===== config.mk =====
export PLATFORM = sky130hd
export DESIGN_NAME = rom_download
export DESIGN_NICKNAME = d
export VERILOG_FILES = /design/src/hdl/rom_download.sv
export VERILOG_INCLUDE_DIRS = /design/src /design/src/include
export SDC_FILE = /design/constraint.sdc
export NUM_CORES = 1
export LEC_CHECK = 0
export BUFFER_PORTS_ARGS = -buffer_cell sky130_fd_sc_hd__buf_2
export CAP_MARGIN = 20
export CORE_UTILIZATION = 35
export CTS_CLUSTER_DIAMETER = 60
export DETAILED_ROUTE_END_ITERATION = 12
export GPL_TIMING_DRIVEN = 0
export PLACE_DENSITY_LB_ADDON = 0.2
export REMOVE_ABC_BUFFERS = 1
export SKIP_CTS_REPAIR_TIMING = 1
export SLEW_MARGIN = 20
export SYNTH_ARGS = -nofsm -noshare
export SYNTH_HDL_FRONTEND = slang
export SYNTH_SLANG_ARGS = --single-unit

===== constraint.sdc =====
create_clock -name clk_sys -period 2.2 [get_ports clk_sys]
set_input_delay 0.22 -clock clk_sys [delete_from_list [all_inputs] [get_ports clk_sys]]
set_output_delay 0.22 -clock clk_sys [all_outputs]
set_load 0.05 [all_outputs]

===== src/include/sys1_config.svh =====
`ifndef SYS1_CONFIG_SVH
`define SYS1_CONFIG_SVH

// ########################################
// Download stream
// ########################################

// Byte address width of the download port
`define SYS1_DL_AW 16
// Download index that carries the game type byte
`define SYS1_GAME_IDX 1

// ########################################
// ROM map, scaled down to 256 entries a bank
// ########################################

`define SYS1_PRG_BANKS 5
`define SYS1_SND_BANKS 3
// Program banks are word addressed
`define SYS1_PRG_AW 8
// Sound banks are byte addressed
`define SYS1_SND_AW 8
// Download bytes per program bank, two per word
`define SYS1_PRG_BYTES 512
// Sound region starts right after the last program bank
`define SYS1_SND_BASE 2560

`endif


===== src/hdl/rom_download.sv =====
`timescale 1ns/1ps
`include "sys1_config.svh"

module rom_download (
	input  logic                       clk_sys,
	input  logic                       arst_n,
	input  logic                       dl_active,
	input  logic                       dl_wr,
	input  logic [7:0]                 dl_index,
	input  logic [`SYS1_DL_AW-1:0]     dl_addr,
	input  logic [7:0]                 dl_data,
	output logic [`SYS1_PRG_BANKS-1:0] prg_we,
	output logic [`SYS1_SND_BANKS-1:0] snd_we,
	output logic [`SYS1_PRG_AW-1:0]    wr_addr,
	output logic [15:0]                wr_word,
	output logic [7:0]                 wr_byte
);

	// Byte offset bits inside one program bank
	localparam int prg_sh = $clog2(`SYS1_PRG_BYTES);
	// Shared write address, wide enough for the sound banks too
	localparam int wr_aw  = `SYS1_PRG_AW;

	logic                   dl_rom;
	logic [7:0]             last_byte;
	logic                   in_prg;
	logic                   in_snd;
	logic [`SYS1_DL_AW-1:0] prg_bank;
	logic [`SYS1_DL_AW-1:0] snd_off;
	logic [`SYS1_DL_AW-1:0] snd_bank;

	// ROM data only travels on index 0 during a download
	assign dl_rom = dl_active && dl_wr && (dl_index == 8'd0);

	// Even byte kept as the high half of the next word
	always_ff @(posedge clk_sys or negedge arst_n) begin
		if (!arst_n) begin
			last_byte <= '0;
		end else if (dl_rom) begin
			last_byte <= dl_data;
		end
	end

	// ########################################
	// Region and bank decode
	// ########################################

	assign in_prg   = (dl_addr < `SYS1_SND_BASE);
	assign prg_bank = dl_addr >> prg_sh;
	assign snd_off  = dl_addr - `SYS1_DL_AW'(`SYS1_SND_BASE);
	assign snd_bank = snd_off >> `SYS1_SND_AW;
	// Past the last sound bank nothing is written
	assign in_snd   = !in_prg && (snd_bank < `SYS1_SND_BANKS);

	always_comb begin
		for (int k = 0; k < `SYS1_PRG_BANKS; k++) begin
			// Odd address closes the word
			prg_we[k] = dl_rom && in_prg && dl_addr[0] && (prg_bank == k);
		end
		for (int k = 0; k < `SYS1_SND_BANKS; k++) begin
			snd_we[k] = dl_rom && in_snd && (snd_bank == k);
		end
	end

	// Word address is the in-bank byte offset halved
	assign wr_addr = in_prg ? wr_aw'(dl_addr[prg_sh-1:1]) :
		wr_aw'(snd_off[`SYS1_SND_AW-1:0]);
	assign wr_word = {last_byte, dl_data};
	assign wr_byte = dl_data;

	// At most one bank written per strobe, across both ROM sets
	a_we_onehot: assert property (@(posedge clk_sys) disable iff (!arst_n)
		$onehot0({prg_we, snd_we}))
		else $error("rom_download: more than one bank write strobe");

endmodule


# --- Word-level counts from Yosys, hierarchy flattened ---
# Cells that the tools add are included.
word_totals:
  regBits: 8
  word_cells: 29
op_classes:
  n_addsub: 1
  n_lt_le_gt_ge: 2
  eq_ne: 6
  n_mux: 1
  reduce_logical: 18
op_table:
  columns: ["operator", "count"]
  rows:
  - ["$logic_not 16->1", 2]
  - ["$lt 16x12->1 const B", 1]
  - ["$sub 16x12->16 const B", 1]
  - ["$eq 7x2->1 const B", 2]
  - ["$logic_and 1x1->1", 14]
  - ["$eq 8x1->1 const B", 1]
  - ["$eq 8x2->1 const B", 1]
  - ["$logic_not 8->1", 1]
  - ["$lt 8x2->1 const B", 1]
  - ["$mux 8", 1]
  - ["$eq 7x1->1 const B", 1]
  - ["$eq 7x3->1 const B", 1]
  - ["$logic_not 1->1", 1]

# --- Logic depth before layout (Yosys ltp) ---
# Gate-level depths: netlist of run 1.
depth:
  depth_word: 5
  mapped_depth: 6

# --- Least setup slack after synthesis of run 1 ---
# OpenSTA, ideal clock, no wires.
synth_timing:
  path_kind: "input to output"
  startpoint: "in dl_index[3]"
  endpoint: "out prg_we[4]"
  arrival_ns: 1.962
  required_ns: 1.980
  path_slack_ns: 0.018
  stages: 4
  path_cell_list: "nor4_1 > nand3_1 > clkbuf_1 > nor3_1"
synth_between:
  elab_chain_len: 5
synth_lines:
  columns: ["item", "line", "source"]
  rows:
  - ["start: declaration", "rom_download.sv:9", "input logic [7:0] dl_index,"]
  - ["$logic_not 8->1", "rom_download.sv:33", "assign dl_rom = dl_active && dl_wr && (dl_index == 8'd0);"]
  - ["$logic_and 1x1->1", "rom_download.sv:33", null]
  - ["$logic_and 1x1->1 (3 in series)", "rom_download.sv:58", "prg_we[k] = dl_rom && in_prg && dl_addr[0] && (prg_bank == k);"]
  - ["end: declaration", "rom_download.sv:12", "output logic [`SYS1_PRG_BANKS-1:0] prg_we,"]
# No other way between the ends.

# --- Worst setup path in the final report of run 1 ---
layout_timing:
  startpoint: "in dl_addr[10]"
  endpoint: "out snd_we[0]"
layout_between:
  elab_chain_len: 5
  elab_cells_between_ends: 8
  classes_between: "add/sub (1); order compare (2); reduce/logical (5)"
layout_lines:
  columns: ["item", "line", "source"]
  rows:
  - ["start: declaration", "rom_download.sv:10", "input logic [`SYS1_DL_AW-1:0] dl_addr,"]
  - ["$sub 16x12->16 / $lt 16x12->1 (equally long branches)", null, null]
  - ["$lt 8x2->1 (no source line) / $logic_not 1->1 (equally long branches)", null, null]
  - ["$logic_and 1x1->1", "rom_download.sv:53", "assign in_snd = !in_prg && (snd_bank < `SYS1_SND_BANKS);"]
  - ["$logic_and 1x1->1", "rom_download.sv:61", "snd_we[k] = dl_rom && in_snd && (snd_bank == k);"]
  - ["$logic_and 1x1->1 (*)", "rom_download.sv:61", null]
  - ["end: declaration", "rom_download.sv:13", "output logic [`SYS1_SND_BANKS-1:0] snd_we,"]
# Mark *: on every way between the ends. The rest lies on a longest branch, timed or not.

==> summary.md, run 1 <==
The number of antenna diodes in the final layout is 0. Counting flops with a built-in enable in the synthesized netlist gives 0. Dividing total power by cell area gives a power density of 405 nW/µm². The worst hold path begins at dl_data[7].

The worst-path maximum fanout is 6. Area growth from synthesis to layout: 46.4%. The number of global-route vias before repair was 673; the mean area per synthesized cell was 9.77 µm². The tool flagged a number of max-cap violations equal to 0. The share of final-layout standard cells stronger than drive strength 1 is 0.701, and the post-synthesis instance area is 801 µm².

TritonCTS built the clock tree. Clock-pin slew was measured on the worst setup and hold paths at 0.05 ns. Flip-flop cell with the highest count after synthesis: sky130_fd_sc_hd__dfrtp_1. The worst hold path was traced through 2 stages. The first global-routing pass estimated 2570 µm of wire. For the worst setup path, the data required time is 1.98 ns. The number of flip-flops in the largest register is 8, and the wire length per cell is 10.7 µm. The final cell utilization of the core came out at 0.569. The kind of critical path was in2out. The sequential fraction of the synthesis area was 0.250. The die covers 2480 µm². The worst slew margin relative to its limit was 0.677. The portion of the clock cycle consumed by the worst path in the final layout was 0.969; the setup slack after placement was -0.212 ns.

The floorplan step defined a core boundary enclosing 2060 µm². The simple-gate share of the synthesized area works out to 0.220. Across the routed clock network, the largest skew measured is 0 ns. The static power due to leakage was 0.672 nW.

The data arrival time at the worst-slack endpoint was 1.91 ns; the distinct cell type count after synthesis was 27. The final layout contains routed wiring with a total length of 1830 µm. Routability-driven placement finished with a final weighted congestion of 0.778. Path depth of the worst reg2reg path: 1. The tools report the number of nets in the layout as 187. The run finished with clean final reports. Summing over every cut layer, the via total after detailed routing is 820. The critical path ends at snd_we[0]. Root buffer cell: sky130_fd_sc_hd__clkbuf_4. The final-report hold violation count was 0; the HPWL reported at the end of detailed placement was 1500 µm. The mux cell area share after synthesis was 0.225; the count of input and output buffers was 75. The logs give 0 for the number of max-slew violations in the final report and 0.0690 ns for the worst setup slack after layout. In this run, synthesis produced a sequential element count of 8. Setup violations remaining at the end of the flow were counted as 0. The minimum clock period is 2.13 ns. The initial standard-cell utilization of the core came out at 0.388.

Dominant combinational cell family by area after synthesis: multiplexers. The compound-gate portion of the synthesized area was 0.0578; the number of sinks driven by the clock tree was 8. For the pin with the worst max-slew slack, the measured transition is 0.480 ns. For the worst-case clock buffer depth, the log shows 2. The clock reaches the later pin of the worst-skew pair after 0.24 ns.

The detail route stage leaves a number of antenna-violating nets equal to 0. In this run the worst setup path begins at dl_addr[10]. For this design the top-level I/O count stands at 76. Setup total negative slack on the finished layout was measured at 0 ns. Entering global routing, the biggest net connects 12 pins. The XOR/XNOR share of the synthesized area works out to 0. STA classifies the critical path endpoint as an output pin. The min-delay analysis places its worst path in the category in2reg.

The worst setup path is launched from an input port. The worst-case IR drop observed on VDD is 0.236 mV. The global-route usage over all layers is 0.131, and the vertical extent of the die is 49.8 µm. The area share of fa/ha/maj cells after synthesis is 0.0781. The overflow left after global routing is 0, and the total of warnings raised by yosys is 0. Endpoint of the lowest-slack register-to-register path: last_byte[0]. Static timing analysis puts the maximum clock frequency at 469 MHz. The startpoint of the worst-slack reg-to-reg timing path was last_byte[0]. The logs give 188 for the number of inserted filler cells in the final layout and 16 for the number of cell rows. The DRC violation total after the first TritonRoute iteration is 1, and the share of synthesized flip-flops with an asynchronous set or reset is 1.00. In this run, CTS created clock tree buffers numbering 3. The floorplan step set the die width to 49.8 µm. last_byte holds more flip-flops than any other register. In the synthesized netlist, the number of instances is 82.

The first TritonRoute pass finished after 2 iterations. The tools report the deepest level of the CTS H-tree as 1. Setup slack on the worst reg-to-reg path comes out at 1.44 ns.

The residual DRC count is 0, and the final hold slack is 0.228 ns. Number of antenna violations at the first check in global routing: 0. The largest registers in the layout are last_byte: 8 flops. The via-per-instance ratio works out to 4.80.
-- cells by family (layout without fill, tap and decap cells) --
family	Yosys count	after routing
adder cells (fa/ha/maj)	5	5
AO/OA/AOI/OAI	5	5
flip-flops	8	8
AND/OR/NAND/NOR	28	28
buffers and inverters	20	82
multiplexers	16	16
-- cell usage after synthesis (2+ instances only) --
cell type / number / area share
sky130_fd_sc_hd__nand3_1: 2 / 0.013
sky130_fd_sc_hd__mux2_2: 16 / 0.22
sky130_fd_sc_hd__ha_1: 5 / 0.078
sky130_fd_sc_hd__and2b_1: 2 / 0.019
sky130_fd_sc_hd__nand2_1: 3 / 0.014
sky130_fd_sc_hd__nor4_1: 2 / 0.016
sky130_fd_sc_hd__buf_4: 16 / 0.15
sky130_fd_sc_hd__nor2_1: 3 / 0.014
sky130_fd_sc_hd__nor3_1: 2 / 0.013
sky130_fd_sc_hd__and2_1: 5 / 0.039
sky130_fd_sc_hd__dfrtp_1: 8 / 0.25
sky130_fd_sc_hd__inv_1: 3 / 0.014
-- layout make-up --
class                   count  area [µm²]  area share
multi-input cells          54         488       0.416
repair buffers             76         417       0.355
flip-flops and latches      8         200       0.171
well taps                  27        33.8      0.0288
clock buffers               3        22.5      0.0192
inverters                   3        11.3     0.00961
-- how the worst min path moves through the flow --
stage | endpoint
floorplan | last_byte[0]
global placement | last_byte[7]
detailed placement | last_byte[7]
CTS | last_byte[7]
global route | last_byte[6]
finish | last_byte[7]
-- metal layers --
layer,GRT usage,wire (µm)
met1,0.135,754
met2,0.250,928
met3,0.0247,143
met4,0.0571,0
met5,0,0
-- through the flow --
stage	std cells	instance area [µm²]	power [mW]
3_3_place_gp	167	1090	0.365
6_report	171	1170	0.475
4_1_cts	170	1110	0.475
3_5_place_dp	167	1090	0.367
2_1_floorplan	65	677	0.237
5_1_grt	171	1170	0.504
-- report_power, final --
group	total, mW	switching, mW	leakage (nW)	internal, mW
logic	0.218	0.151	0.547	0.0667
registers	0.153	0.00168	0.111	0.151
clock network	0.104	0.0417	0.0138	0.0619
-- critical path, stage by stage --
cell and delay [ns]:
sky130_fd_sc_hd__buf_4 0.12, sky130_fd_sc_hd__inv_2 0.05, sky130_fd_sc_hd__ha_1 0.27, sky130_fd_sc_hd__or2b_1 0.22
sky130_fd_sc_hd__a2111o_1 0.32, sky130_fd_sc_hd__a311oi_4 0.30, sky130_fd_sc_hd__and4b_1 0.25, sky130_fd_sc_hd__buf_6 0.16
-- cell usage in the layout, fill, tap and decap left out --
cell type | Yosys | final
sky130_fd_sc_hd__and4b_1 | 1 | 1
sky130_fd_sc_hd__o21ai_1 | 1 | 1
sky130_fd_sc_hd__buf_6 | 0 | 3
sky130_fd_sc_hd__mux2_2 | 16 | 16
sky130_fd_sc_hd__nor4bb_1 | 1 | 1
sky130_fd_sc_hd__nand3_1 | 2 | 1
sky130_fd_sc_hd__a31oi_1 | 1 | 1
sky130_fd_sc_hd__nor3b_1 | 1 | 1
sky130_fd_sc_hd__ha_2 | 0 | 1
sky130_fd_sc_hd__o311ai_0 | 1 | 1
sky130_fd_sc_hd__nor4_1 | 2 | 2
sky130_fd_sc_hd__nor2_1 | 3 | 3
sky130_fd_sc_hd__nand3b_1 | 1 | 1
sky130_fd_sc_hd__nand3_2 | 0 | 1
sky130_fd_sc_hd__a311oi_4 | 0 | 1
sky130_fd_sc_hd__clkbuf_4 | 0 | 3
sky130_fd_sc_hd__or2b_1 | 1 | 1
sky130_fd_sc_hd__nor3_1 | 2 | 2
sky130_fd_sc_hd__dlygate4sd3_1 | 0 | 1
sky130_fd_sc_hd__a2111o_1 | 1 | 1
sky130_fd_sc_hd__or4b_4 | 0 | 1
sky130_fd_sc_hd__and3_2 | 1 | 1
sky130_fd_sc_hd__nand2_1 | 3 | 3
sky130_fd_sc_hd__buf_2 | 0 | 70
sky130_fd_sc_hd__buf_8 | 0 | 1
sky130_fd_sc_hd__and4_1 | 1 | 1
sky130_fd_sc_hd__buf_4 | 16 | 1
sky130_fd_sc_hd__inv_2 | 0 | 2
sky130_fd_sc_hd__nand4_1 | 1 | 1
sky130_fd_sc_hd__inv_1 | 3 | 1
sky130_fd_sc_hd__and2b_1 | 2 | 2
sky130_fd_sc_hd__dfrtp_1 | 8 | 8
sky130_fd_sc_hd__ha_1 | 5 | 4
sky130_fd_sc_hd__and2_1 | 5 | 5
Power figures use the tool's default switching activity.
==> run 2: changes to the inputs <==
- clock period: 2.2 -> 2.3 ns (I/O delays scaled with it)
==> run 2 against run 1 <==
  * Clock power decreased by 5%
  * Count of clock-buffer cells in the layout is the same
  * Wire length down 2.7%
  * Via count down 0.61%
  * Die area unchanged
  * Cell area shrank 0.53%
  * Largest power group unchanged
  * Critical endpoint unchanged
  * Sequential share of layout area up 0.092 points
  * Non-clock buffer count is the same
  * Highest routed layer unchanged
  * Core utilization fell by 0.30 points
  * Combinational power is 5% lower
==> summary.md, run 2 (synthesis results as in run 1) <==
The worst setup path is launched from an input port. The tool flagged a number of max-cap violations equal to 0. In the final timing run, aggregate negative setup slack is 0 ns.

The largest registers in the layout are last_byte: 8 flops. The region available for standard cell placement spans 2060 µm². The area growth from synthesis to layout is 45.6%.

The tools report the number of vias after detailed routing as 815. The first-pass iteration count of the detailed router is 1, and the first-pass GRT wire length is 2570 µm. The portion of the clock cycle consumed by the worst path in the final layout came out at 0.951.

The die width works out to 49.8 µm. The clock network latency to the later pin of the worst-skew pair came out at 0.24 ns. The top register by number of flip-flops is last_byte. The number of primary I/O pins was 76. The layout has 185 filler cells.

At the end of the flow, the number of nets in the layout was 187. For the pin with the worst max-slew slack, the measured transition is 0.476 ns. The tightest min-delay check is of the in2reg type. The longest clock path from root to sink contains 2 buffers. The number of max-slew violations in the final report was 0.

The residual DRC count was 0. The minimum clock period was 2.19 ns; the final number of setup-violating endpoints was 0. The required time of the critical path was 2.07 ns; the worst setup slack after layout was 0.112 ns. TritonCTS built the clock tree. Using the TritonRoute via totals, the vias-per-cell ratio works out to 4.77. In the final layout, the multi-input gates occupy 485 µm².

The register with the most flip-flops in the layout has 8 of them. Number of antenna violations at the first check in global routing: 0. Dividing the detail-routed wire length by the instance count gives 10.4 µm. The final antenna-violating net count was 0.

Based on the critical path, the design can be clocked at up to 457 MHz. The run gives 12 as the maximum number of pins on one net before global-route repair. Setup repair after global routing left no endpoint under its margin. STA classifies the critical path endpoint as an output pin. The clock arrives with 0 ns of skew. The count of input and output buffers was 75. The top cell types in the final layout, fill and taps aside, are sky130_fd_sc_hd__buf_2, sky130_fd_sc_hd__mux2_2, sky130_fd_sc_hd__dfrtp_1, sky130_fd_sc_hd__and2_1, sky130_fd_sc_hd__ha_1. The final-report hold violation count is 0, and the worst-path maximum fanout is 6. Deepest level of the CTS H-tree: 1.

The die covers 2480 µm². For the number of global-route vias before repair, the log shows 673. The run finished with clean final reports. The worst slew margin relative to its limit is 0.680, and the flip-flop and latch area is 200 µm². The kind of critical path was in2out. Routability-driven placement finished with a final weighted congestion of 0.778. The vertical extent of the die is 49.8 µm. The total length of routed wires is 1780 µm. Data arrival time at the worst-slack endpoint: 1.96 ns. Power spread over the standard cell area amounts to 388 nW/µm². The tree built by TritonCTS fans out to 8 sinks. OpenSTA, run right after detailed placement, puts the worst setup slack at -0.132 ns.

The library cell used most frequently in the layout, excluding fill and tap cells, is sky130_fd_sc_hd__buf_2. The tools report the global-route usage over all layers as 0.131. The tools report the count of antenna diodes in the layout as 0. The run gives 16 as the number of cell rows. For the overflow left after global routing, the log shows 0.

Share of final-layout standard cells stronger than drive strength 1: 0.694. The completed layout was analyzed and its total power is 452 µW. Summing all placed instances gives a cell area of 1090 µm².

HPWL reported at the end of detailed placement: 1500 µm. The logs give 0.388 for the initial standard-cell utilization of the core and 0.672 nW for the static power due to leakage. The post-layout instance area is 1170 µm², and the highest ir drop seen on vdd is 0.226 mV. The post-CTS clock slew at the launch and capture registers of the worst setup and hold paths is 0.05 ns. DRC violation total after the first TritonRoute iteration: 0. In this run, CTS created clock tree buffers numbering 3. The run gives 0.566 as the final cell utilization of the core. The root buffer cell is sky130_fd_sc_hd__clkbuf_4.
-- run 2: power by group --
group | internal [mW] | switching, mW | total, mW
Clock | 0.0592 | 0.0399 | 0.0991
Sequential | 0.145 | 0.00161 | 0.146
Combinational | 0.0628 | 0.144 | 0.207
Total | 0.267 | 0.186 | 0.452
-- run 2: worst paths after layout --
kind                               from           end  slack, ns  depth (start not counted)
min                          dl_data[7]  last_byte[7]       0.24                          2
max in group asynchronous        arst_n  last_byte[4]       1.78                          2
min in group asynchronous        arst_n  last_byte[1]       0.35                          2
min reg2reg                last_byte[7]  last_byte[7]       0.50                          1
max                         dl_addr[10]     snd_we[0]       0.11                          8
max reg2reg                last_byte[0]  last_byte[0]       1.54                          1
-- run 2: critical path, cell delays in order --
cell and delay [ns]:
sky130_fd_sc_hd__clkbuf_4 0.14, sky130_fd_sc_hd__inv_2 0.05, sky130_fd_sc_hd__ha_1 0.19, sky130_fd_sc_hd__and2b_1 0.22, sky130_fd_sc_hd__or4b_4 0.48, sky130_fd_sc_hd__a311oi_4 0.24, sky130_fd_sc_hd__and4b_1 0.25, sky130_fd_sc_hd__buf_6 0.16
-- run 2: per-stage QoR --
step / cells / hold WS, ns
after CTS: 170 / -0.191
after floorplan: 65 / -0.0656
after global placement: 167 / 0.0765
after global routing: 171 / 0.242
final: 171 / 0.238
after detailed placement: 167 / 0.0759
-- run 2: layout make-up --
type / count / area share
multi-input cells: 54 / 0.416
repair buffers: 76 / 0.354
flip-flops and latches: 8 / 0.172
well taps: 27 / 0.0290
clock buffers: 3 / 0.0193
inverters: 3 / 0.00966
-- run 2: metal layers --
layer	track usage	vias up	part of all wire
met5	0	-	0
met4	0.0571	0	0
met2	0.250	46	0.50
met1	0.135	366	0.42
met3	0.0247	0	0.086
li1	-	403	-
