<file path="config.mk">
export PLATFORM = sky130hd
export DESIGN_NAME = control_mapper
export DESIGN_NICKNAME = d
export VERILOG_FILES = /design/src/hdl/sys1_pkg.sv /design/src/hdl/control_mapper.sv
export VERILOG_INCLUDE_DIRS = /design/src /design/src/include
export SDC_FILE = /design/constraint.sdc
export NUM_CORES = 1
export LEC_CHECK = 0
export BUFFER_PORTS_ARGS = -buffer_cell sky130_fd_sc_hd__buf_2
export CORE_AREA = 2 2 47 49
export DETAILED_ROUTE_END_ITERATION = 10
export DIE_AREA = 0 0 49 51
export PLACE_DENSITY = 0.82
export SLEW_MARGIN = 20
export SYNTH_ARGS = -nofsm -noshare
export SYNTH_HDL_FRONTEND = slang
export SYNTH_SLANG_ARGS = --single-unit
</file>
<file path="constraint.sdc">
create_clock -name clk_sys -period 1.5 [get_ports clk_sys]
set_clock_uncertainty 0.05 [all_clocks]
set_input_delay 0.15 -clock clk_sys [delete_from_list [all_inputs] [get_ports clk_sys]]
set_output_delay 0.15 -clock clk_sys [all_outputs]
set_load 0.02 [all_outputs]
</file>
<file path="src/include/sys1_config.svh">
`ifndef SYS1_CONFIG_SVH
`define SYS1_CONFIG_SVH

// ########################################
// Download stream
// ########################################

// Byte address width of the download port
`define SYS1_DL_AW 16
// Download index that carries the game type byte
`define SYS1_GAME_IDX 1

// ########################################
// ROM map, scaled down to 256 entries a bank
// ########################################

`define SYS1_PRG_BANKS 5
`define SYS1_SND_BANKS 3
// Program banks are word addressed
`define SYS1_PRG_AW 8
// Sound banks are byte addressed
`define SYS1_SND_AW 8
// Download bytes per program bank, two per word
`define SYS1_PRG_BYTES 512
// Sound region starts right after the last program bank
`define SYS1_SND_BASE 2560

`endif

</file>
<file path="src/hdl/sys1_pkg.sv">
package sys1_pkg;

	// Cartridge types, numbered as the slapstic chips
	typedef enum logic [7:0] {
		marble   = 8'd103,
		indytemp = 8'd105,
		peterpak = 8'd107,
		roadrunn = 8'd108,
		roadb109 = 8'd109,
		roadb110 = 8'd110
	} game_t;

	// Indy layout, 000UDLR0
	typedef struct packed {
		logic [2:0] pad_hi;
		logic [3:0] dir;
		logic       pad_lo;
	} joy_shift_t;

	// All other games, 0000UDLR
	typedef struct packed {
		logic [3:0] pad;
		logic [3:0] dir;
	} joy_std_t;

	// Core joystick byte, two readings of the same word
	typedef union packed {
		joy_shift_t shifted;
		joy_std_t   standard;
	} joy_byte_t;

	// Scan codes, default arcade keyboard layout
	localparam logic [8:0] key_p1_up    = 9'h175;
	localparam logic [8:0] key_p1_down  = 9'h172;
	localparam logic [8:0] key_p1_left  = 9'h16B;
	localparam logic [8:0] key_p1_right = 9'h174;
	localparam logic [8:0] key_p1_start = 9'h014;
	localparam logic [8:0] key_p1_jump  = 9'h011;

	localparam logic [8:0] key_p2_up    = 9'h02D;
	localparam logic [8:0] key_p2_down  = 9'h02B;
	localparam logic [8:0] key_p2_left  = 9'h023;
	localparam logic [8:0] key_p2_right = 9'h034;
	localparam logic [8:0] key_p2_start = 9'h01C;
	localparam logic [8:0] key_p2_jump  = 9'h01B;

	localparam logic [8:0] key_coin_l   = 9'h02E;
	localparam logic [8:0] key_coin_r   = 9'h036;
	localparam logic [8:0] key_coin_aux = 9'h03D;

endpackage

</file>
<file path="src/hdl/control_mapper.sv">
`timescale 1ns/1ps
`include "sys1_config.svh"

module control_mapper (
	input  logic                clk_sys,
	input  logic                arst_n,
	input  logic                dl_wr,
	input  logic [7:0]          dl_index,
	input  logic [7:0]          dl_data,
	input  logic                service,
	input  logic [7:0]          p1_keys,
	input  logic [7:0]          p2_keys,
	input  logic [2:0]          coin_keys,
	input  logic [11:0]         joy0,
	input  logic [11:0]         joy1,
	output sys1_pkg::game_t     game_type,
	output sys1_pkg::joy_byte_t core_joy,
	output logic [2:0]          core_pb_n,
	output logic [2:0]          core_coin_n,
	output logic                core_selftest_n
);

	logic [3:0] dir;

	// Game type byte arrives on its own download index
	always_ff @(posedge clk_sys or negedge arst_n) begin
		if (!arst_n) begin
			game_type <= sys1_pkg::indytemp;
		end else if (dl_wr && (dl_index == 8'(`SYS1_GAME_IDX))) begin
			game_type <= sys1_pkg::game_t'(dl_data);
		end
	end

	// ########################################
	// Joystick byte
	// ########################################

	// Both players and both pads share one direction nibble
	assign dir = p1_keys[7:4] | p2_keys[7:4] | joy0[3:0] | joy1[3:0];

	// Indy reads its ADC one index up
	always_comb begin
		core_joy = '0;
		if (game_type == sys1_pkg::indytemp) begin
			core_joy.shifted.dir = dir;
		end else begin
			core_joy.standard.dir = dir;
		end
	end

	// Buttons and coins, all active low
	// Jump is shared by both players and both pads
	assign core_pb_n[2]    = ~(p1_keys[0] | p2_keys[0] | joy0[5] | joy1[5]);
	assign core_pb_n[1]    = ~(p2_keys[1] | joy1[4]);
	assign core_pb_n[0]    = ~(p1_keys[1] | joy0[4]);
	// Pad coin lands on the left slot
	assign core_coin_n     = ~(coin_keys | {2'b00, joy0[8]});
	assign core_selftest_n = ~service;

	// Pad bits stay clear for whichever layout the game type picks
	a_joy_pad_zero: assert property (@(posedge clk_sys) disable iff (!arst_n)
		(game_type == sys1_pkg::indytemp) ?
			(core_joy.shifted.pad_hi == 3'b000 && !core_joy.shifted.pad_lo) :
			(core_joy.standard.pad == 4'b0000))
		else $error("control_mapper: joystick pad bits set");

endmodule

</file>
; ---- Word-level counts from Yosys, hierarchy flattened
; Cells that the tools add are included.
; W data, S select, Z words.
[op_classes]
n_mux = 3
n_eq_ne = 2
reduce_logical = 1
bitwise_logic = 14
[op_table]
columns = operator, count
row1 = $or A4 B4 Y4, 3
row2 = $eq A8 B1 Y1 const B, 1
row3 = $eq A8 B7 Y1 const B, 1
row4 = $or A1 B1 Y1, 5
row5 = $not A1 Y1, 4
row6 = $mux W3, 1
row7 = $not A3 Y3, 1
row8 = $or A3 B1 Y3, 1
row9 = $mux W1, 2
row10 = $logic_and A1 B1 Y1, 1
[totals]
inputBits = 63
regBits = 8
output_inout_bits = 23
wordCells = 21

; ---- Longest topological paths before layout
; Gate-level depths: netlist of the first run.
[logic_depth]
depth_word = 4
depth_mapped = 3
mapped_depth_nobuf = 3

; ---- Least setup slack after synthesis of the first run
; OpenSTA, ideal clock, no wires.
[synth_timing]
path_kind = register to output
from = reg game_type[6]
to = out core_joy[1] (netlist bit)
arrival_ns = 1.512
slack_ns = -0.212
path_stages_with_launch = 4
required_time_ns = 1.300
n_path_buf = 0
path_cell_list = dfstp_2 -> nor4bb_1 -> nand2_1 -> mux2i_1
[synth_rtl]
columns = element, line_no
row1 = start: declaration, control_mapper.sv:16  ; output sys1_pkg::game_t game_type,
row2 = start signal: assignment, control_mapper.sv:28  ; game_type <= sys1_pkg::indytemp;
row3 = start signal: assignment, control_mapper.sv:30  ; game_type <= sys1_pkg::game_t'(dl_data);
row4 = end: declaration, control_mapper.sv:17  ; output sys1_pkg::joy_byte_t core_joy,

==> results.cfg, run 1 <==
[synthesis]
ys_seq_elements = 8
synth_cells = 42
synth_edf_count = 0
yosysTopAreaCell = dfstp_2
ys_top_cells_by_area = dfstp_2, dfrtp_1, mux2_2
async_flop_share_pct = 100
synth_seq_area_share_pct = 40.9
synth_cell_types = 16
synthFlopType = dfstp_2
netlist.area_leader.share_pct = 20.9
yosys_warnings = 0
syn-cell-area_sq_um = 502
synthTopCellsByCount = mux2_2, nor4_1, dfrtp_1, dfstp_2, nor2_1
synth_area_per_cell_sq_um = 11.9

[drt]
wl_per_cell_microns = 10.3
post-route-drc-count = 0
viasPerCell = 4.15
routed_wl_microns = 1550
firstDrtPassIters = 4
first_iter_violations = 7
ant_nets = 0
num_vias = 626

[power_and_ir_drop]
seq_power_share_pct = 41.3
p_int_uw = 421
switching_share_pct = 27.2
power_uw = 579
p_comb_share_pct = 31.5
power_leakage_nw = 0.631
power_density_nw_per_um2 = 535
p_sw_uw = 158
clkPwrFrac_pct = 27.2
vdd_ir_drop_max_mv = 0.432

[worst_setup_path]
critPathMaxStageDelay_ns = 0.52
start_kind = register
worstRegToRegCells = 2
path_cells = nor4bb_4 > nand2_4 > mux2i_4 > buf_6
endpoint_kind = output port
ff2ff_setup_slack_ns = 0.52
worstPathArrival_ns = 1.64
setup.worst_path.start = game_type[6]
critPathKind = register to output port
r2r_end = game_type[4]
r2r_start = game_type[4]
setup.worst_path.end = core_joy[3]
crit_required_ns = 1.30
cp_slowest_cell = dfstp_2
critical_path_peak_fanout = 4

[floorplan]
coreArea_sq_um = 2060
die_w_microns = 49
io_pins = 86
die_h_microns = 51
row_count = 17
die-area_sq_um = 2500
initial_core_util_pct = 24.3

[clock_network]
cts.path.max_buffers = 2
cts_setup_buffers = 0
clkTransAtPathRegs_ns = 0.05
cts.sinks = 8
cts_max_level = 1
cts_tree = built
clk_latency_ns = 0.25
cts_root_buf = clkbuf_4
numCtsBuffers = 3

[sta]
period_share_pct = 123
period_needed_ns = 1.84
report.final.hold_viol_count = 0
fin_ws_ns = -0.345
setup_viol = 5
rsz0062_at_grt = yes
maxSlewViolCount = 0
max_freq_ghz = 0.542

[grt]
antenna_found_initial = 0
grt_max_degree = 9
track_usage_pct = 13.0
grt_pass1_wl_microns = 2530
grt_overflow_total = 0
grt_pass1_vias = 680

[status]
status = finished, violations left
failed_checks = negative setup slack

[run]
drv_cap = 0

[cells_and_area]
design_area_sq_um = 1080
antenna_cells = 0
drive_above_1_share_pct = 82.9
largest_reg_flops = 8
reg_top3 = game_type x8
top_register = game_type
nNetsFinal = 188
area_growth_pct = 116

[placement]
portBuffers = 67
place.gp.congestion = 0.673
placed_area_sq_um = 1020
dpl.hpwl_microns = 1390

[worst_hold_path]
hold_class = input port to register
min_from = dl_data[6]
## critical path, delay by kind of cell, from the launching register on
kind	cells	cell delay (ns)
buf+inv	1	0.13
flops	1	0.52
mux	1	0.22
simple gates	2	0.52
## timing repair
item                                    4_1_cts  5_1_grt
hold endpoints to repair                      8        0
endpoints found under the setup margin        5        5
hold buffers                                  1        0
pin swaps                                     2        2
gates resized for setup                       9        0
## placed cells by master, fill, tap and decap left out
cell type	instances
nand2_4	1
buf_6	4
conb_1	3
nor4_4	1
mux2i_4	3
buf_4	12
mux2_4	3
dfrtp_1	4
mux2_2	5
inv_1	3
dlygate4sd3_1	1
buf_2	62
nor2_4	1
nor3b_1	1
a21oi_1	1
clkbuf_4	3
nor2_1	3
nor4_1	5
dfstp_2	4
nor4bb_4	2
nand4b_4	1
## power groups by stage
stage | Sequential, mW | Clock, mW | Combinational [mW]
final | 0.239 | 0.157 | 0.183
after global routing | 0.240 | 0.181 | 0.196
after CTS | 0.240 | 0.167 | 0.184
after detailed placement | 0.243 | 0 | 0.178
after global placement | 0.242 | 0 | 0.173
after floorplan | 0.257 | 0 | 0.0623
## per-layer routing
layer,global-route usage [%],share of wire [%]
met1,10.1,31
met4,8.10,0
met2,28.3,59
met5,0,0
met3,2.63,9.7
## kinds of logic after synthesis
group                  count (synthesis)  synth area share (%)
AO/OA/AOI/OAI                          1                 0.997
buffers and inverters                  6                  6.73
flip-flops                             8                  40.9
multiplexers                          11                  26.2
other                                  1                 0.747
AND/OR/NAND/NOR                       15                  24.4
## per-stage QoR
| stage | utilization (%) | std cells | TNS, ns | setup WS [ns] | hold WS (ns) |
|---|---|---|---|---|---|
| finish | 52.5 | 151 | -1.37 | -0.345 | 0.0820 |
| global route | 52.5 | 151 | -1.72 | -0.417 | 0.0693 |
| CTS | 52.5 | 151 | -1.53 | -0.375 | 0.0698 |
| detailed placement | 49.5 | 147 | -0.392 | -0.122 | -0.0512 |
| global placement | 49.5 | 147 | -0.348 | -0.110 | -0.0588 |
| floorplan | - | 44 | -0.162 | -0.0540 | -0.196 |
## how the worst min path moves through the flow
stage,cells after the start,to
5_1_grt,2,game_type[6]
3_5_place_dp,1,game_type[4]
4_1_cts,2,game_type[6]
6_report,2,game_type[6]
3_3_place_gp,1,game_type[2]
2_1_floorplan,0,game_type[1]
## layout make-up
type | count | area [sq um]
fill | 195 | 981
timing repair buffer | 79 | 455
multi-input combinational | 30 | 353
sequential | 8 | 205
tap | 28 | 35.0
clock buffer | 3 | 22.5
inverter | 3 | 11.3
No activity file was read; power rests on OpenSTA's default activity.
==> run 2, diff against run 1 <==
- ABC_AREA: not set -> 1
- CORE_AREA: 2 2 47 49 -> 2 2 46 48
- DIE_AREA: 0 0 49 51 -> 0 0 48 50
- PLACE_DENSITY: 0.82 -> 0.88
- TNS_END_PERCENT: not set -> 10
- clock period: 1.5 -> 2.3 ns (I/O delays scaled with it)
==> run 2 against run 1 <==
Net effect:
- die area decreased by 4.0%
- design area decreased by 13%
- total power decreased by 38%
- non-clock buffer count decreased by 11
- first-iteration DRC count increased by 57%
- global-route usage increased by 0.49 points
- count of clock-buffer cells in the layout unchanged
- the run now ends clean
- highest routed layer unchanged
- core utilization decreased by 3.1 points
- flip-flop and latch count unchanged
==> results.cfg, run 2 <==
[run]
drv_cap = 0

[drt]
viasPerCell = 4.31
firstDrtPassIters = 4
ant_nets = 0
first_iter_violations = 11
num_vias = 771
routed_wl_microns = 1530
post-route-drc-count = 0
wl_per_cell_microns = 8.57

[worst_setup_path]
start_kind = register
endpoint_kind = output port
critPathKind = register to output port
cp_slowest_cell = dfstp_2
timing.critical_path.buf_inv = 1
critPathMaxStageDelay_ns = 0.54
critical_path_peak_fanout = 5
path_common_cell = nand2_1
path_cells = nand2_1 > nor2_1 > nand2_1 > a21oi_1 > buf_2
worstPathArrival_ns = 1.56
crit_required_ns = 2.02
cp_top_family = flip-flops

[cells_and_area]
design_area_sq_um = 938
area_growth_pct = 70.1
drive_above_1_share_pct = 51.3
final_common_cell = buf_2
antenna_cells = 0
nNetsFinal = 217
fin_cells = 179
largest_reg_flops = 8
top_register = game_type
layout.cells.most_common_list = buf_2, nand2_1, nor2_1
reg_top3 = game_type x8

[clock_network]
cts_tree = built
clk_latency_ns = 0.25
clkTransAtPathRegs_ns = 0.05
cts_resized = 0
cts_max_level = 1
cts.sinks = 8
numCtsBuffers = 3
cts.path.max_buffers = 2
cts_root_buf = clkbuf_4

[synthesis]
ys_seq_elements = 8
synth_seq_area_share_pct = 37.2
yosys_warnings = 0
synthTopCellsByCount = nand2_1, nor2_1, nand3_1
synth_edf_count = 0
synth_cells = 82
yosysTopAreaCell = nand2_1
synth_cell_types = 15
syn-cell-area_sq_um = 552
ys_top_cells_by_area = nand2_1, dfstp_2, dfrtp_1
synthFlopType = dfstp_2
async_flop_share_pct = 100
yosysMostFrequentCell = nand2_1
synth_area_per_cell_sq_um = 6.73
netlist.area_leader.share_pct = 21.8

[floorplan]
die-area_sq_um = 2400
initial_core_util_pct = 29.0
die_w_microns = 48
die_h_microns = 50
io_pins = 86
coreArea_sq_um = 1900
row_count = 16

[sta]
report.final.hold_viol_count = 0
max_freq_ghz = 0.543
setup_viol = 0
rsz0062_at_grt = no
maxSlewViolCount = 0
period_share_pct = 80.1
fin_ws_ns = 0.457
fin_setup_tns_ns = 0
period_needed_ns = 1.84

[worst_hold_path]
hold_class = input port to register

[grt]
grt_max_degree = 10
grt_overflow_total = 0
grt_pass1_vias = 647
antenna_found_initial = 0
track_usage_pct = 13.5
grt_pass1_wl_microns = 2310

[placement]
placed_area_sq_um = 906
detailedPlace.worstSlack_ns = 0.712
dpl.hpwl_microns = 1320
dp_cells = 175
portBuffers = 67
place.gp.congestion = 0.641

[power_and_ir_drop]
power_density_nw_per_um2 = 385
seq_power_share_pct = 43.1
p_sw_uw = 103
power_leakage_nw = 0.581
p_int_uw = 258
switching_share_pct = 28.6
p_comb_share_pct = 28.5
clkPwrFrac_pct = 28.5
vdd_ir_drop_max_mv = 0.151

[status]
status = complete, no violations
-- run 2: cells by family (layout without fill, tap and decap cells) --
kind of cell | after synthesis | after routing | share of synthesized area [%]
AOI/OAI and AO/OA | 2 | 2 | 2.27
buffers and inverters | 9 | 77 | 8.16
and+or+nand+nor | 62 | 62 | 51.7
DFF | 8 | 8 | 37.2
other | 1 | 3 | 0.680
-- run 2: cell type report --
class / count / area [sq um]
tap: 27 / 33.8
clock buffer: 3 / 22.5
multi-input combinational: 67 / 309
fill: 207 / 963
timing repair buffer: 68 / 345
inverter: 6 / 22.5
sequential: 8 / 205
-- run 2: per-layer routing --
layer,global-route usage (%),share of wire [%],wire [microns]
met5,0,0,0
met4,6.76,0,0
met3,4.76,15,229
met2,25.8,49,756
met1,10.8,36,549
-- run 2: final timing paths --
check	startpoint	to	slack [ns]	cells past startpoint
worst max register to register	game_type[3]	game_type[3]	1.54	2
min in group asynchronous	arst_n	game_type[7]	0.30	2
worst max-delay path	game_type[3]	core_joy[4]	0.46	5
max in group asynchronous	arst_n	game_type[3]	1.67	2
worst min-delay path	dl_data[0]	game_type[0]	0.14	3
worst min register to register	game_type[0]	game_type[0]	0.42	2
-- run 2: worst reg2reg max path: stages (launching register included) --
cell	delay (ns)
dfstp_2	0.54
nand2_1	0.05
nand2_1	0.06
-- run 2: through the flow --
stage / hold slack [ns] / utilization [%] / power [mW]
after floorplan: -0.116 / - / 0.206
after global placement: 0.0294 / 47.6 / 0.258
after detailed placement: 0.0274 / 47.6 / 0.260
after CTS: 0.134 / 49.3 / 0.368
after global routing: 0.141 / 49.3 / 0.389
final: 0.144 / 49.3 / 0.361
-- run 2: timing repair --
action | CTS | global route
endpoints found under the hold margin | 8 | 0
setup buffers | 0 | 0
hold buffers | 1 | 0
-- run 2: power by group through the flow --
stage	Combinational, mW	Clock, mW	Sequential (mW)
floorplan	0.0396	0	0.166
global placement	0.101	0	0.157
detailed placement	0.103	0	0.158
CTS	0.104	0.108	0.156
global route	0.117	0.115	0.157
finish	0.103	0.103	0.156
==> run 3, diff against run 2 <==
- CORE_AREA: 2 2 46 48 -> 2 2 50 52
- DIE_AREA: 0 0 48 50 -> 0 0 52 54
- PLACE_DENSITY: 0.88 -> 0.79
- clock period: 2.3 -> 1.5 ns (I/O delays scaled with it)
==> run 3 against run 2 <==
Net effect:
- the flow now finishes with violations (negative setup slack)
- via count is 1.9% lower
- largest cell class unchanged
- critical path depth rose by 1
- setup slack lost 0.57 ns
- critical endpoint is now core_joy[1]
- die area grew 17%
==> results.cfg, run 3 (synthesis results as in run 2) <==
[clock_network]
cts_tree = built
cts.sinks = 8
numCtsBuffers = 3
clk_latency_ns = 0.25
cts_root_buf = clkbuf_4
cts_max_level = 1
cts.path.max_buffers = 2
clkTransAtPathRegs_ns = 0.05

[drt]
viasPerCell = 4.04
wl_per_cell_microns = 8.57
routed_wl_microns = 1600
post-route-drc-count = 0
ant_nets = 0
firstDrtPassIters = 2
num_vias = 756
first_iter_violations = 4

[worst_setup_path]
start_kind = register
crit_required_ns = 1.30
endpoint_kind = output port
critical_path_peak_fanout = 4
cp_slowest_cell = dfstp_2
worstPathArrival_ns = 1.41
path_cells = nand2_2 > nor3_4 > buf_4 > nand3_2 > nand2_1 > buf_6
critPathKind = register to output port
critPathMaxStageDelay_ns = 0.54

[placement]
placed_area_sq_um = 928
place.gp.congestion = 0.690
portBuffers = 67
dp_cells = 180
dpl.hpwl_microns = 1300

[floorplan]
die_h_microns = 54
initial_core_util_pct = 23.8
die_w_microns = 52
io_pins = 86
row_count = 18
coreArea_sq_um = 2320
die-area_sq_um = 2810

[power_and_ir_drop]
vdd_ir_drop_max_mv = 0.324
p_comb_share_pct = 29.4
p_int_uw = 403
power_density_nw_per_um2 = 558
power_leakage_nw = 0.613
p_sw_uw = 168
switching_share_pct = 29.4
power_uw = 571
seq_power_share_pct = 41.9
clkPwrFrac_pct = 28.7

[grt]
grt_pass1_vias = 638
grt_max_degree = 10
track_usage_pct = 11.5
grt_pass1_wl_microns = 2380
antenna_found_initial = 0
grt_overflow_total = 0

[sta]
holdWs_ns = 0.0572
setup_viol = 5
period_needed_ns = 1.61
report.final.hold_viol_count = 0
period_share_pct = 107
maxSlewViolCount = 0
fin_ws_ns = -0.112
rsz0062_at_grt = yes
max_freq_ghz = 0.620

[cells_and_area]
final_common_cell = buf_2
drive_above_1_share_pct = 56.1
nNetsFinal = 222
layout.cells.most_common_list = buf_2, nand2_1, nor2_1
fin_cells = 187
area_growth_pct = 85.5
design_area_sq_um = 1020
top_register = game_type
antenna_cells = 0
largest_reg_flops = 8
reg_top3 = game_type x8

[status]
failed_checks = negative setup slack
status = finished, violations left

[worst_hold_path]
hold_class = input port to register

[run]
drv_cap = 0
-- run 3: cell types whose count changed in the layout (fill, tap and decap cells not counted), moves of 2 or more --
| cell | previous run | this run |
|---|---|---|
| buf_2 | 67 | 63 |
| buf_4 | 0 | 6 |
| buf_6 | 0 | 3 |
| nand2_1 | 32 | 30 |
| nand2_2 | 0 | 2 |
-- run 3: per-layer routing --
| layer | GRT usage [%] | routed length (microns) | vias to the layer above |
|---|---|---|---|
| met5 | 0 | 0 | - |
| met4 | 9.21 | 23 | 0 |
| met3 | 1.94 | 188 | 4 |
| met2 | 20.7 | 785 | 49 |
| met1 | 11.8 | 605 | 302 |
| li1 | - | - | 401 |
-- run 3: final cells by class --
class                      count  area (sq um)
timing repair buffer          73           404
inverter                       6          22.5
multi-input combinational     67           332
fill                         259          1300
clock buffer                   3          22.5
tap                           30          37.5
sequential                     8           205
-- run 3: what timing repair did --
item	CTS	global route
hold buffers	1	0
resized for setup	8	4
endpoints found under the hold margin	8	0
setup endpoints to repair	5	5
pin swaps	3	4
setup buffers	2	1
-- run 3: final timing paths --
path | depth (start not counted) | endpoint | start | slack, ns
hold / removal | 3 | game_type[5] | dl_data[5] | 0.06
setup reg to reg | 3 | game_type[6] | game_type[6] | 0.65
min in group asynchronous | 2 | game_type[4] | arst_n | 0.21
max in group asynchronous | 2 | game_type[0] | arst_n | 0.95
hold reg to reg | 2 | game_type[0] | game_type[0] | 0.42
setup / recovery | 6 | core_joy[1] | game_type[5] | -0.11
-- run 3: power by group through the flow --
stage / Clock (mW) / Combinational [mW] / Sequential (mW)
floorplan: 0 / 0.0613 / 0.255
global route: 0.184 / 0.186 / 0.241
detailed placement: 0 / 0.158 / 0.242
CTS: 0.176 / 0.166 / 0.240
finish: 0.164 / 0.168 / 0.239
global placement: 0 / 0.155 / 0.242
-- run 3: critical path: cells and delay by family (launching register included) --
family,cells,cell delay (ns)
buffers and inverters,2,0.27
DFF,1,0.54
and+or+nand+nor,4,0.36
-- run 3: per-stage QoR --
step           TNS, ns  setup slack (ns)  util (%)
3_5_place_dp         0            0.0395      40.0
4_1_cts         -0.862            -0.184      43.3
2_1_floorplan        0            0.0509         -
5_1_grt         -0.917            -0.203      44.1
3_3_place_gp         0            0.0310      40.0
6_report        -0.531            -0.112      44.1
